`config.mk`:
```
export PLATFORM = sky130hd
export DESIGN_NAME = render_top
export DESIGN_NICKNAME = d
export VERILOG_FILES = /design/src/hw/render_pkg.sv /design/src/hw/triangle_rom.sv /design/src/hw/triangle_setup.sv /design/src/hw/edge_tester.sv /design/src/hw/pixel_collector.sv /design/src/hw/background_drawer.sv /design/src/hw/drawing_manager.sv /design/src/hw/render_top.sv
export SDC_FILE = /design/constraint.sdc
export NUM_CORES = 1
export LEC_CHECK = 0
export BUFFER_PORTS_ARGS = -buffer_cell sky130_fd_sc_hd__clkbuf_2
export CAP_MARGIN = 10
export CORE_UTILIZATION = 45
export CTS_CLUSTER_SIZE = 16
export DETAILED_ROUTE_END_ITERATION = 8
export HOLD_SLACK_MARGIN = 0.06
export PLACE_DENSITY_LB_ADDON = 0.1
export SYNTH_ARGS = -nofsm -noshare
export SYNTH_HDL_FRONTEND = slang
export SYNTH_HIERARCHICAL = 1
export SYNTH_SLANG_ARGS = --single-unit
```
`constraint.sdc`:
```
create_clock -name clk -period 11.4 [get_ports clk]
set_input_delay 1.14 -clock clk [delete_from_list [all_inputs] [get_ports clk]]
set_output_delay 1.14 -clock clk [all_outputs]
set_load 0.01 [all_outputs]
```
`src/triangles.hex`:
```
// x0 y0 x1 y1 x2 y2 then color (r g b), one hex digit per field.
// One triangle per line, drawn in line order.
11A2398A4
60F59B4C8
0B74DBC4C
C1E1D3FF0

```
`src/hw/render_pkg.sv`:
```
package render_pkg;

    // Frame buffer geometry.
    localparam int FB_WIDTH = 16;
    localparam int FB_HEIGHT = 12;
    localparam int FB_PIXELS = FB_WIDTH * FB_HEIGHT;
    localparam int ADDR_WIDTH = 8;

    typedef logic [3:0] coord_t;

    // 4 bits each of red, green and blue.
    typedef logic [11:0] color_t;

    // Holds any difference of two coordinate-difference products.
    typedef logic signed [9:0] edge_t;

    // Screen-space triangle in the ROM word layout with x0 in the top nibble.
    typedef struct packed {
        coord_t x0;
        coord_t y0;
        coord_t x1;
        coord_t y1;
        coord_t x2;
        coord_t y2;
        color_t color;
    } triangle_t;

    typedef enum logic [2:0] {
        IDLE,
        BACKGROUND,
        GRAPHICS,
        MARKER,
        FRAME_DONE
    } draw_state_t;

endpackage

```
`src/hw/triangle_rom.sv`:
```
`timescale 1ns/10ps

module triangle_rom #(
    parameter int TRI_COUNT = 4
) (
    input  logic                         clk,
    input  logic [$clog2(TRI_COUNT)-1:0] addr,
    output render_pkg::triangle_t        data
);

    logic [$bits(render_pkg::triangle_t)-1:0] mem [TRI_COUNT];

    // One triangle per line of 9 hex digits.
    initial begin
        $readmemh("/design/src/triangles.hex", mem);
    end

    // Registered read so data follows addr by one cycle.
    always_ff @(posedge clk) begin
        data <= mem[addr];
    end

endmodule

```
`src/hw/triangle_setup.sv`:
```
`timescale 1ns/10ps

module triangle_setup #(
    parameter int LANES = 4,
    parameter int TRI_COUNT = 4
) (
    input  logic                         clk,
    input  logic                         rstn,
    input  logic                         raster_start,
    input  logic                         busy,
    output logic [$clog2(TRI_COUNT)-1:0] rom_addr,
    input  render_pkg::triangle_t        rom_data,
    output logic                         chunk_valid,
    output render_pkg::coord_t           chunk_x,
    output render_pkg::coord_t           chunk_y,
    output render_pkg::triangle_t        chunk_tri,
    output logic                         raster_done
);

    localparam int IDX_WIDTH = $clog2(TRI_COUNT);

    typedef enum logic [2:0] {
        S_IDLE,
        S_FETCH,
        S_LOAD,
        S_SCAN,
        S_DRAIN
    } setup_state_t;

    setup_state_t state;
    logic [IDX_WIDTH-1:0] tri_idx;
    render_pkg::coord_t x_min, x_max, y_min, y_max, x_base;
    render_pkg::coord_t x_start, x_hi, y_hi;
    logic row_end, box_end, issue;

    function automatic render_pkg::coord_t min3(input render_pkg::coord_t a,
                                                input render_pkg::coord_t b,
                                                input render_pkg::coord_t c);
        render_pkg::coord_t m;
        m = (a < b) ? a : b;
        return (c < m) ? c : m;
    endfunction

    function automatic render_pkg::coord_t max3(input render_pkg::coord_t a,
                                                input render_pkg::coord_t b,
                                                input render_pkg::coord_t c);
        render_pkg::coord_t m;
        m = (a > b) ? a : b;
        return (c > m) ? c : m;
    endfunction

    ////////////////////////////////////////
    // Bounding box and scan position.
    ////////////////////////////////////////

    assign x_min = min3(rom_data.x0, rom_data.x1, rom_data.x2);
    assign x_max = max3(rom_data.x0, rom_data.x1, rom_data.x2);
    assign y_min = min3(rom_data.y0, rom_data.y1, rom_data.y2);
    assign y_max = max3(rom_data.y0, rom_data.y1, rom_data.y2);

    // Rows start on a lane-aligned column.
    assign x_base = render_pkg::coord_t'((x_min / LANES) * LANES);

    assign rom_addr = tri_idx;
    assign row_end = ({1'b0, chunk_x} + 5'(LANES)) > {1'b0, x_hi};
    assign box_end = row_end && (chunk_y == y_hi);

    // At most one chunk every other cycle, and never while lanes drain.
    assign issue = (state == S_SCAN) && !chunk_valid && !busy;

    always_ff @(posedge clk or negedge rstn) begin
        if (!rstn) begin
            state <= S_IDLE;
            tri_idx <= '0;
            chunk_valid <= 1'b0;
            raster_done <= 1'b0;
        end else begin
            chunk_valid <= issue;
            raster_done <= 1'b0;
            case (state)
                S_IDLE: begin
                    if (raster_start) begin
                        state <= S_FETCH;
                    end
                end
                S_FETCH: state <= S_LOAD;
                S_LOAD: state <= S_SCAN;
                S_SCAN: begin
                    if (chunk_valid && box_end) begin
                        if (tri_idx == IDX_WIDTH'(TRI_COUNT - 1)) begin
                            state <= S_DRAIN;
                        end else begin
                            tri_idx <= tri_idx + 1'b1;
                            state <= S_FETCH;
                        end
                    end
                end
                S_DRAIN: begin
                    // Last chunk is out once the collector goes idle.
                    if (!busy) begin
                        raster_done <= 1'b1;
                        tri_idx <= '0;
                        state <= S_IDLE;
                    end
                end
                default: state <= S_IDLE;
            endcase
        end
    end

    always_ff @(posedge clk) begin
        if (state == S_LOAD) begin
            chunk_tri <= rom_data;
            x_start <= x_base;
            x_hi <= x_max;
            y_hi <= y_max;
            chunk_x <= x_base;
            chunk_y <= y_min;
        end else if (state == S_SCAN && chunk_valid && !box_end) begin
            if (row_end) begin
                chunk_x <= x_start;
                chunk_y <= chunk_y + 1'b1;
            end else begin
                chunk_x <= render_pkg::coord_t'(chunk_x + LANES);
            end
        end
    end

endmodule

```
`src/hw/edge_tester.sv`:
```
`timescale 1ns/10ps

module edge_tester #(
    parameter int LANE = 0
) (
    input  logic                              clk,
    input  logic                              rstn,
    input  logic                              chunk_valid,
    input  render_pkg::coord_t                chunk_x,
    input  render_pkg::coord_t                chunk_y,
    input  render_pkg::triangle_t             chunk_tri,
    output logic                              lane_valid,
    output logic                              lane_covered,
    output logic [render_pkg::ADDR_WIDTH-1:0] lane_addr,
    output render_pkg::color_t                lane_color
);

    localparam int AW = render_pkg::ADDR_WIDTH;

    render_pkg::coord_t px;
    render_pkg::edge_t e01, e12, e20;
    logic covered;

    // (x - xa) * (yb - ya) - (y - ya) * (xb - xa).
    function automatic render_pkg::edge_t edge_fn(input render_pkg::coord_t xa,
                                                  input render_pkg::coord_t ya,
                                                  input render_pkg::coord_t xb,
                                                  input render_pkg::coord_t yb,
                                                  input render_pkg::coord_t x,
                                                  input render_pkg::coord_t y);
        render_pkg::edge_t dpx, dpy, ebx, eby;
        dpx = $signed({6'b0, x}) - $signed({6'b0, xa});
        dpy = $signed({6'b0, y}) - $signed({6'b0, ya});
        ebx = $signed({6'b0, xb}) - $signed({6'b0, xa});
        eby = $signed({6'b0, yb}) - $signed({6'b0, ya});
        return dpx * eby - dpy * ebx;
    endfunction

    assign px = render_pkg::coord_t'(chunk_x + LANE);

    assign e01 = edge_fn(chunk_tri.x0, chunk_tri.y0, chunk_tri.x1, chunk_tri.y1, px, chunk_y);
    assign e12 = edge_fn(chunk_tri.x1, chunk_tri.y1, chunk_tri.x2, chunk_tri.y2, px, chunk_y);
    assign e20 = edge_fn(chunk_tri.x2, chunk_tri.y2, chunk_tri.x0, chunk_tri.y0, px, chunk_y);

    // Same sign on all three edges lets either winding count as inside.
    assign covered = (e01 >= 0 && e12 >= 0 && e20 >= 0) ||
                     (e01 <= 0 && e12 <= 0 && e20 <= 0);

    always_ff @(posedge clk or negedge rstn) begin
        if (!rstn) begin
            lane_valid <= 1'b0;
        end else begin
            lane_valid <= chunk_valid;
        end
    end

    always_ff @(posedge clk) begin
        if (chunk_valid) begin
            lane_covered <= covered;
            lane_addr <= AW'(px) + AW'(chunk_y) * AW'(render_pkg::FB_WIDTH);
            lane_color <= chunk_tri.color;
        end
    end

endmodule

```
`src/hw/pixel_collector.sv`:
```
`timescale 1ns/10ps

module pixel_collector #(
    parameter int LANES = 4
) (
    input  logic                                         clk,
    input  logic                                         rstn,
    input  logic [LANES-1:0]                             lane_valid,
    input  logic [LANES-1:0]                             lane_covered,
    input  logic [LANES-1:0][render_pkg::ADDR_WIDTH-1:0] lane_addr,
    input  render_pkg::color_t                           lane_color,
    output logic                                         busy,
    output logic                                         px_en,
    output logic [render_pkg::ADDR_WIDTH-1:0]            px_addr,
    output render_pkg::color_t                           px_data
);

    logic [LANES-1:0] mask;
    logic [LANES-1:0][render_pkg::ADDR_WIDTH-1:0] addr_r;
    render_pkg::color_t color_r;
    logic arriving;

    assign arriving = |lane_valid;
    assign busy = arriving || (|mask);
    assign px_en = |mask;
    assign px_data = color_r;

    // Lowest pending lane goes first.
    always_comb begin
        px_addr = addr_r[0];
        for (int i = LANES - 1; i >= 0; i--) begin
            if (mask[i]) begin
                px_addr = addr_r[i];
            end
        end
    end

    always_ff @(posedge clk or negedge rstn) begin
        if (!rstn) begin
            mask <= '0;
        end else if (arriving) begin
            mask <= lane_valid & lane_covered;
        end else begin
            // Drop the lane just emitted.
            mask <= mask & (mask - 1'b1);
        end
    end

    always_ff @(posedge clk) begin
        if (arriving) begin
            addr_r <= lane_addr;
            color_r <= lane_color;
        end
    end

endmodule

```
`src/hw/background_drawer.sv`:
```
`timescale 1ns/10ps

module background_drawer (
    input  logic                              clk,
    input  logic                              rstn,
    input  logic                              bg_start,
    input  logic                              buffer_select,
    output logic                              bg_en,
    output logic [render_pkg::ADDR_WIDTH-1:0] bg_addr,
    output render_pkg::color_t                bg_data,
    output logic                              bg_done
);

    localparam int AW = render_pkg::ADDR_WIDTH;
    localparam logic [AW-1:0] LAST_ADDR = AW'(render_pkg::FB_PIXELS - 1);
    localparam render_pkg::color_t BG_COLOR_0 = 12'h112;
    localparam render_pkg::color_t BG_COLOR_1 = 12'h221;

    logic active;

    assign bg_en = active;
    assign bg_done = active && (bg_addr == LAST_ADDR);

    always_ff @(posedge clk or negedge rstn) begin
        if (!rstn) begin
            active <= 1'b0;
            bg_addr <= '0;
        end else if (bg_start) begin
            active <= 1'b1;
            bg_addr <= '0;
        end else if (active) begin
            active <= !bg_done;
            bg_addr <= bg_addr + 1'b1;
        end
    end

    // Buffer choice is fixed for the whole clear.
    always_ff @(posedge clk) begin
        if (bg_start) begin
            bg_data <= buffer_select ? BG_COLOR_1 : BG_COLOR_0;
        end
    end

endmodule

```
`src/hw/drawing_manager.sv`:
```
`timescale 1ns/10ps

module drawing_manager (
    input  logic                              clk,
    input  logic                              rstn,
    input  logic                              draw_start,
    input  logic                              draw_ack,
    output logic                              bg_start,
    output logic                              raster_start,
    input  logic                              bg_done,
    input  logic                              raster_done,
    input  logic                              bg_en,
    input  logic [render_pkg::ADDR_WIDTH-1:0] bg_addr,
    input  render_pkg::color_t                bg_data,
    input  logic                              px_en,
    input  logic [render_pkg::ADDR_WIDTH-1:0] px_addr,
    input  render_pkg::color_t                px_data,
    output logic                              write_en,
    output logic [render_pkg::ADDR_WIDTH-1:0] write_addr,
    output render_pkg::color_t                write_data,
    output logic                              frame_done
);

    localparam int AW = render_pkg::ADDR_WIDTH;
    localparam logic [AW-1:0] MARKER_ADDR = AW'(render_pkg::FB_PIXELS - 1);
    localparam render_pkg::color_t MARKER_A = 12'hF00;
    localparam render_pkg::color_t MARKER_B = 12'h00F;

    render_pkg::draw_state_t state, next_state;
    render_pkg::color_t marker_color;

    ////////////////////////////////////////
    // Frame sequencing.
    ////////////////////////////////////////

    always_comb begin
        next_state = state;
        case (state)
            render_pkg::IDLE: begin
                if (draw_start) begin
                    next_state = render_pkg::BACKGROUND;
                end
            end
            render_pkg::BACKGROUND: begin
                if (bg_done) begin
                    next_state = render_pkg::GRAPHICS;
                end
            end
            render_pkg::GRAPHICS: begin
                if (raster_done) begin
                    next_state = render_pkg::MARKER;
                end
            end
            render_pkg::MARKER: next_state = render_pkg::FRAME_DONE;
            render_pkg::FRAME_DONE: begin
                if (draw_ack) begin
                    next_state = render_pkg::BACKGROUND;
                end
            end
            default: next_state = render_pkg::IDLE;
        endcase
    end

    // Steps start on the edge that enters their state.
    assign bg_start = (next_state == render_pkg::BACKGROUND) && (state != render_pkg::BACKGROUND);
    assign raster_start = (state == render_pkg::BACKGROUND) && bg_done;
    assign frame_done = (state == render_pkg::FRAME_DONE);

    ////////////////////////////////////////
    // Write port.
    ////////////////////////////////////////

    always_comb begin
        write_en = 1'b0;
        write_addr = '0;
        write_data = '0;
        case (state)
            render_pkg::BACKGROUND: begin
                write_en = bg_en;
                write_addr = bg_addr;
                write_data = bg_data;
            end
            render_pkg::GRAPHICS: begin
                write_en = px_en;
                write_addr = px_addr;
                write_data = px_data;
            end
            render_pkg::MARKER: begin
                write_en = 1'b1;
                write_addr = MARKER_ADDR;
                write_data = marker_color;
            end
            default: write_en = 1'b0;
        endcase
    end

    always_ff @(posedge clk or negedge rstn) begin
        if (!rstn) begin
            state <= render_pkg::IDLE;
            marker_color <= MARKER_A;
        end else begin
            state <= next_state;
            if (state == render_pkg::MARKER) begin
                marker_color <= (marker_color == MARKER_A) ? MARKER_B : MARKER_A;
            end
        end
    end

endmodule

```
`src/hw/render_top.sv`:
```
`timescale 1ns/10ps

module render_top #(
    parameter int LANES = 4,
    parameter int TRI_COUNT = 4
) (
    input  logic                              clk,
    input  logic                              rstn,
    input  logic                              draw_start,
    input  logic                              draw_ack,
    input  logic                              buffer_select,
    output logic                              write_en,
    output logic [render_pkg::ADDR_WIDTH-1:0] write_addr,
    output render_pkg::color_t                write_data,
    output logic                              frame_done
);

    logic bg_start, bg_en, bg_done;
    logic [render_pkg::ADDR_WIDTH-1:0] bg_addr;
    render_pkg::color_t bg_data;

    logic raster_start, raster_done, busy;
    logic [$clog2(TRI_COUNT)-1:0] rom_addr;
    render_pkg::triangle_t rom_data, chunk_tri;
    logic chunk_valid;
    render_pkg::coord_t chunk_x, chunk_y;

    logic [LANES-1:0] lane_valid, lane_covered;
    logic [LANES-1:0][render_pkg::ADDR_WIDTH-1:0] lane_addr;
    render_pkg::color_t lane_colors [LANES];
    render_pkg::color_t lane_color;

    logic px_en;
    logic [render_pkg::ADDR_WIDTH-1:0] px_addr;
    render_pkg::color_t px_data;

    drawing_manager u_drawing_manager (
        .clk          (clk),
        .rstn         (rstn),
        .draw_start   (draw_start),
        .draw_ack     (draw_ack),
        .bg_start     (bg_start),
        .raster_start (raster_start),
        .bg_done      (bg_done),
        .raster_done  (raster_done),
        .bg_en        (bg_en),
        .bg_addr      (bg_addr),
        .bg_data      (bg_data),
        .px_en        (px_en),
        .px_addr      (px_addr),
        .px_data      (px_data),
        .write_en     (write_en),
        .write_addr   (write_addr),
        .write_data   (write_data),
        .frame_done   (frame_done)
    );

    background_drawer u_background_drawer (
        .clk           (clk),
        .rstn          (rstn),
        .bg_start      (bg_start),
        .buffer_select (buffer_select),
        .bg_en         (bg_en),
        .bg_addr       (bg_addr),
        .bg_data       (bg_data),
        .bg_done       (bg_done)
    );

    ////////////////////////////////////////
    // Rasterizer.
    ////////////////////////////////////////

    triangle_rom #(
        .TRI_COUNT (TRI_COUNT)
    ) u_triangle_rom (
        .clk  (clk),
        .addr (rom_addr),
        .data (rom_data)
    );

    triangle_setup #(
        .LANES     (LANES),
        .TRI_COUNT (TRI_COUNT)
    ) u_triangle_setup (
        .clk          (clk),
        .rstn         (rstn),
        .raster_start (raster_start),
        .busy         (busy),
        .rom_addr     (rom_addr),
        .rom_data     (rom_data),
        .chunk_valid  (chunk_valid),
        .chunk_x      (chunk_x),
        .chunk_y      (chunk_y),
        .chunk_tri    (chunk_tri),
        .raster_done  (raster_done)
    );

    for (genvar i = 0; i < LANES; i++) begin : g_lane
        edge_tester #(
            .LANE (i)
        ) u_edge_tester (
            .clk          (clk),
            .rstn         (rstn),
            .chunk_valid  (chunk_valid),
            .chunk_x      (chunk_x),
            .chunk_y      (chunk_y),
            .chunk_tri    (chunk_tri),
            .lane_valid   (lane_valid[i]),
            .lane_covered (lane_covered[i]),
            .lane_addr    (lane_addr[i]),
            .lane_color   (lane_colors[i])
        );
    end

    // Every lane carries the same triangle color.
    assign lane_color = lane_colors[0];

    pixel_collector #(
        .LANES (LANES)
    ) u_pixel_collector (
        .clk          (clk),
        .rstn         (rstn),
        .lane_valid   (lane_valid),
        .lane_covered (lane_covered),
        .lane_addr    (lane_addr),
        .lane_color   (lane_color),
        .busy         (busy),
        .px_en        (px_en),
        .px_addr      (px_addr),
        .px_data      (px_data)
    );

endmodule

```
==> results.sh <==
export IMPL_drc_errors=0
export IMPL_final_hold_viol_count=0
export IMPL_viasPerCell=4.94
export IMPL_setup_slack_after_layout_ps=3830
export IMPL_die_height_um=296
export IMPL_cts_repair_resize_count=0
export IMPL_dp_hpwl_mm=73.0
export IMPL_rsz_0062_raised_after_global_routing="no"
export IMPL_worst_path_most_repeated_cell="sky130_fd_sc_hd__fa_1"
export IMPL_globalRouteOverflowTotal=0
export IMPL_route_detailed_wl_per_inst_um=16.7
export IMPL_worst_setup_path_startpoint="u_triangle_setup/chunk_x[0]"
export IMPL_worst_hold_path_type="reg2reg"
export IMPL_min_to="u_pixel_collector/addr_r[16]"
export IMPL_slew_limit_headroom_pct=25.0
export IMPL_holdBufCountCts=0
export IMPL_cp_data_required_time_ps=11660
export IMPL_clockBufferDepth=2
export IMPL_syn_inst=3988
export IMPL_setup_worst_path_start_class="flop"
export IMPL_met2_wirelength_mm=40.5
export IMPL_place_port_buffers=26
export IMPL_die_area_mm2=0.0873
export IMPL_htreeDepth=4
export IMPL_r2r_cells=23
export IMPL_clockRootBuffer="sky130_fd_sc_hd__clkbuf_16"
export IMPL_met3_length_mm=2.47
export IMPL_clock_skew_ps=18.3
export IMPL_drt_iter0_drc=1383
export IMPL_cp_top_family="adder cells"
export IMPL_initial_core_util_pct=45.5
export IMPL_highest_delay_cell_along_the_critical_path="sky130_fd_sc_hd__xnor2_1"
export IMPL_drive_gt1_share_pct=4.43
export IMPL_crit_reg2reg_capture="g_lane[3].u_edge_tester/lane_covered"
export IMPL_cells_traversed_along_the_worst_timing_path="buf_4, inv_1, ha_1, xnor2_1, ha_1, a21oi_1, xor2_1, nor2_1, fa_1, inv_1, fa_1, fa_1, fa_1, fa_1, inv_1, ha_1, and2_4, o41ai_2, o2111ai_1, a211oi_1, a31oi_1, a21o_1, a2111oi_2"
export IMPL_holdPathStages=0
export IMPL_cts_tree="yes"
export IMPL_post_placement_worst_setup_slack_ps=3890
export IMPL_final_critical_path_required_period_ps=7570
export IMPL_synth_warnings=6
export IMPL_drtPass1Iterations=6
export IMPL_detail_route_wirelength_mm=86.6
export IMPL_critPathCaptureType="flop"
export IMPL_io_pins=27
export IMPL_run_status="complete, no violations"
export IMPL_syn_area_per_cell_um2=9.72
export IMPL_cts_reportedPaths_clkPinSlew_ps=80
export IMPL_synthToLayoutAreaGrowth_pct=5.10
export IMPL_antenna_violations_before_repair=0
export IMPL_clock_sinks=177
export IMPL_timing_final_max_slew_violations=0
export IMPL_routed_metal_1_wire_length_mm=42.4
export IMPL_worst_pin_slew_ps=1130
export IMPL_fp_row_count=107
export IMPL_critical_path_start_end_classification="reg2reg"
export IMPL_grt_usage_pct=21.0
export IMPL_clk_insertion_delay_late_ps=450
export IMPL_cap_viol_max_count=0
export IMPL_final_min_period_over_clock_period_pct=66.4
export IMPL_max_frequency_ghz=0.132
export IMPL_final_tns_setup_ps=0
export IMPL_fp_coreArea_mm2=0.0853
export IMPL_cts_repair_timing_setup_buffer_count=0
export IMPL_worstPathBufferInverterCount=4
export IMPL_setup_viol_count_final=0
export IMPL_r2r_start="u_triangle_setup/chunk_x[0]"
export IMPL_design_final_nets=5189
export IMPL_worst_hold_startpoint="g_lane[2].u_edge_tester/lane_addr[0]"
export IMPL_drtAntennaViolNets=0
export IMPL_crit_path_max_fanout=14
export IMPL_die_w_um=296
export IMPL_routabilityCongestion=0.848
export IMPL_worstSetupPathDepth=23
export IMPL_grt_pass1_vias=26700
export IMPL_highest_layer="met4"
export IMPL_critical_path_max_stage_delay_ps=630
export IMPL_grt_max_degree=52
export IMPL_numCtsBuffers=17
export IMPL_num_vias=25600
export IMPL_reg2reg_setup_slack_ps=3830
export IMPL_global_route_wire_length_before_repair_mm=143
export IMPL_critical_path_data_arrival_time_ps=7830
export IMPL_syn_cell_area_mm2=0.0388
export IMPL_number_of_inserted_diodes=0
-- registers in the layout, indices dropped and copies added, names as in the netlist, 4 cells and up --
| signal | cells |
|---|---|
| u_triangle_setup/chunk_tri | 36 |
| g_lane.u_edge_tester/lane_addr | 32 |
| u_pixel_collector/addr_r | 32 |
| g_lane.u_edge_tester/lane_color | 12 |
| u_pixel_collector/px_data | 12 |
| u_background_drawer/bg_addr | 8 |
| g_lane.u_edge_tester/lane_covered | 4 |
| g_lane.u_edge_tester/lane_valid | 4 |
| u_pixel_collector/mask | 4 |
| u_triangle_setup/chunk_x | 4 |
| u_triangle_setup/chunk_y | 4 |
| u_triangle_setup/x_hi | 4 |
| u_triangle_setup/y_hi | 4 |
-- cell type report --
type                    instances  area, µm²
clock buffers                  17        425
clock inverters                15        166
fillers                      8253      44500
inverters                     874       3280
multi-input cells            2912      30000
flip-flops and latches        177       5150
well taps                    1144       1430
repair buffers                 46        280
-- worst register-to-register path: cells and delay by family (launching register included) --
family | cells | cell delay [ps]
fa+ha+maj | 8 | 3500
compound gates | 7 | 1560
simple gates | 2 | 330
xor+xnor | 2 | 1050
buf+inv | 4 | 540
flops | 1 | 400
-- cell usage in the layout, fill, tap and decap left out, types with 8 or more instances in the layout --
cell type and instances:
sky130_fd_sc_hd__ha_1 556, sky130_fd_sc_hd__xnor2_1 200, sky130_fd_sc_hd__inv_1 868, sky130_fd_sc_hd__mux2i_1 31, sky130_fd_sc_hd__a21o_1 169, sky130_fd_sc_hd__nand3b_1 13
sky130_fd_sc_hd__a31oi_1 13, sky130_fd_sc_hd__o21ai_1 10, sky130_fd_sc_hd__nand3_1 12, sky130_fd_sc_hd__dfrtp_1 27, sky130_fd_sc_hd__nor4_1 8, sky130_fd_sc_hd__nor2_1 321
sky130_fd_sc_hd__fa_1 600, sky130_fd_sc_hd__o211ai_1 9, sky130_fd_sc_hd__or2_2 40, sky130_fd_sc_hd__a211oi_1 29, sky130_fd_sc_hd__nand2_1 177, sky130_fd_sc_hd__buf_4 20
sky130_fd_sc_hd__nor3_1 16, sky130_fd_sc_hd__edfxtp_1 146, sky130_fd_sc_hd__and2_1 71, sky130_fd_sc_hd__clkbuf_16 17, sky130_fd_sc_hd__o21bai_1 16, sky130_fd_sc_hd__xor2_1 83
sky130_fd_sc_hd__nand2b_1 86, sky130_fd_sc_hd__a21oi_1 132, sky130_fd_sc_hd__o21ai_0 66, sky130_fd_sc_hd__nor2b_1 70, sky130_fd_sc_hd__conb_1 42, sky130_fd_sc_hd__clkbuf_2 26
-- worst max path at each step --
| stage | end |
|---|---|
| global route | g_lane[3].u_edge_tester/lane_covered |
| detailed placement | g_lane[3].u_edge_tester/lane_covered |
| finish | g_lane[3].u_edge_tester/lane_covered |
| CTS | g_lane[3].u_edge_tester/lane_covered |
| global placement | g_lane[3].u_edge_tester/lane_covered |
| floorplan | g_lane[1].u_edge_tester/lane_covered |
-- per-stage QoR --
| stage | instance area [µm²] | hold slack [ps] | util (%) | instances |
|---|---|---|---|---|
| final | 40700 | 413 | 47.8 | 5185 |
| after global routing | 40700 | 424 | 47.8 | 5185 |
| after CTS | 40700 | 418 | 47.8 | 5185 |
| after detailed placement | 40200 | 405 | 47.1 | 5153 |
| after global placement | 40200 | 401 | 47.1 | 5153 |
| after floorplan | 38900 | 400 | - | 4028 |
-- routing by layer --
| layer | vias to the layer above | track usage (%) |
|---|---|---|
| li1 | 12700 | - |
| met1 | 12600 | 30.4 |
| met2 | 320 | 34.7 |
| met3 | 53 | 1.62 |
| met4 | 0 | 3.54 |
| met5 | - | 0 |
Power is left out: the tool's default activity adds up to more than one toggle a clock period on the data nets, which glitch-free logic cannot reach.
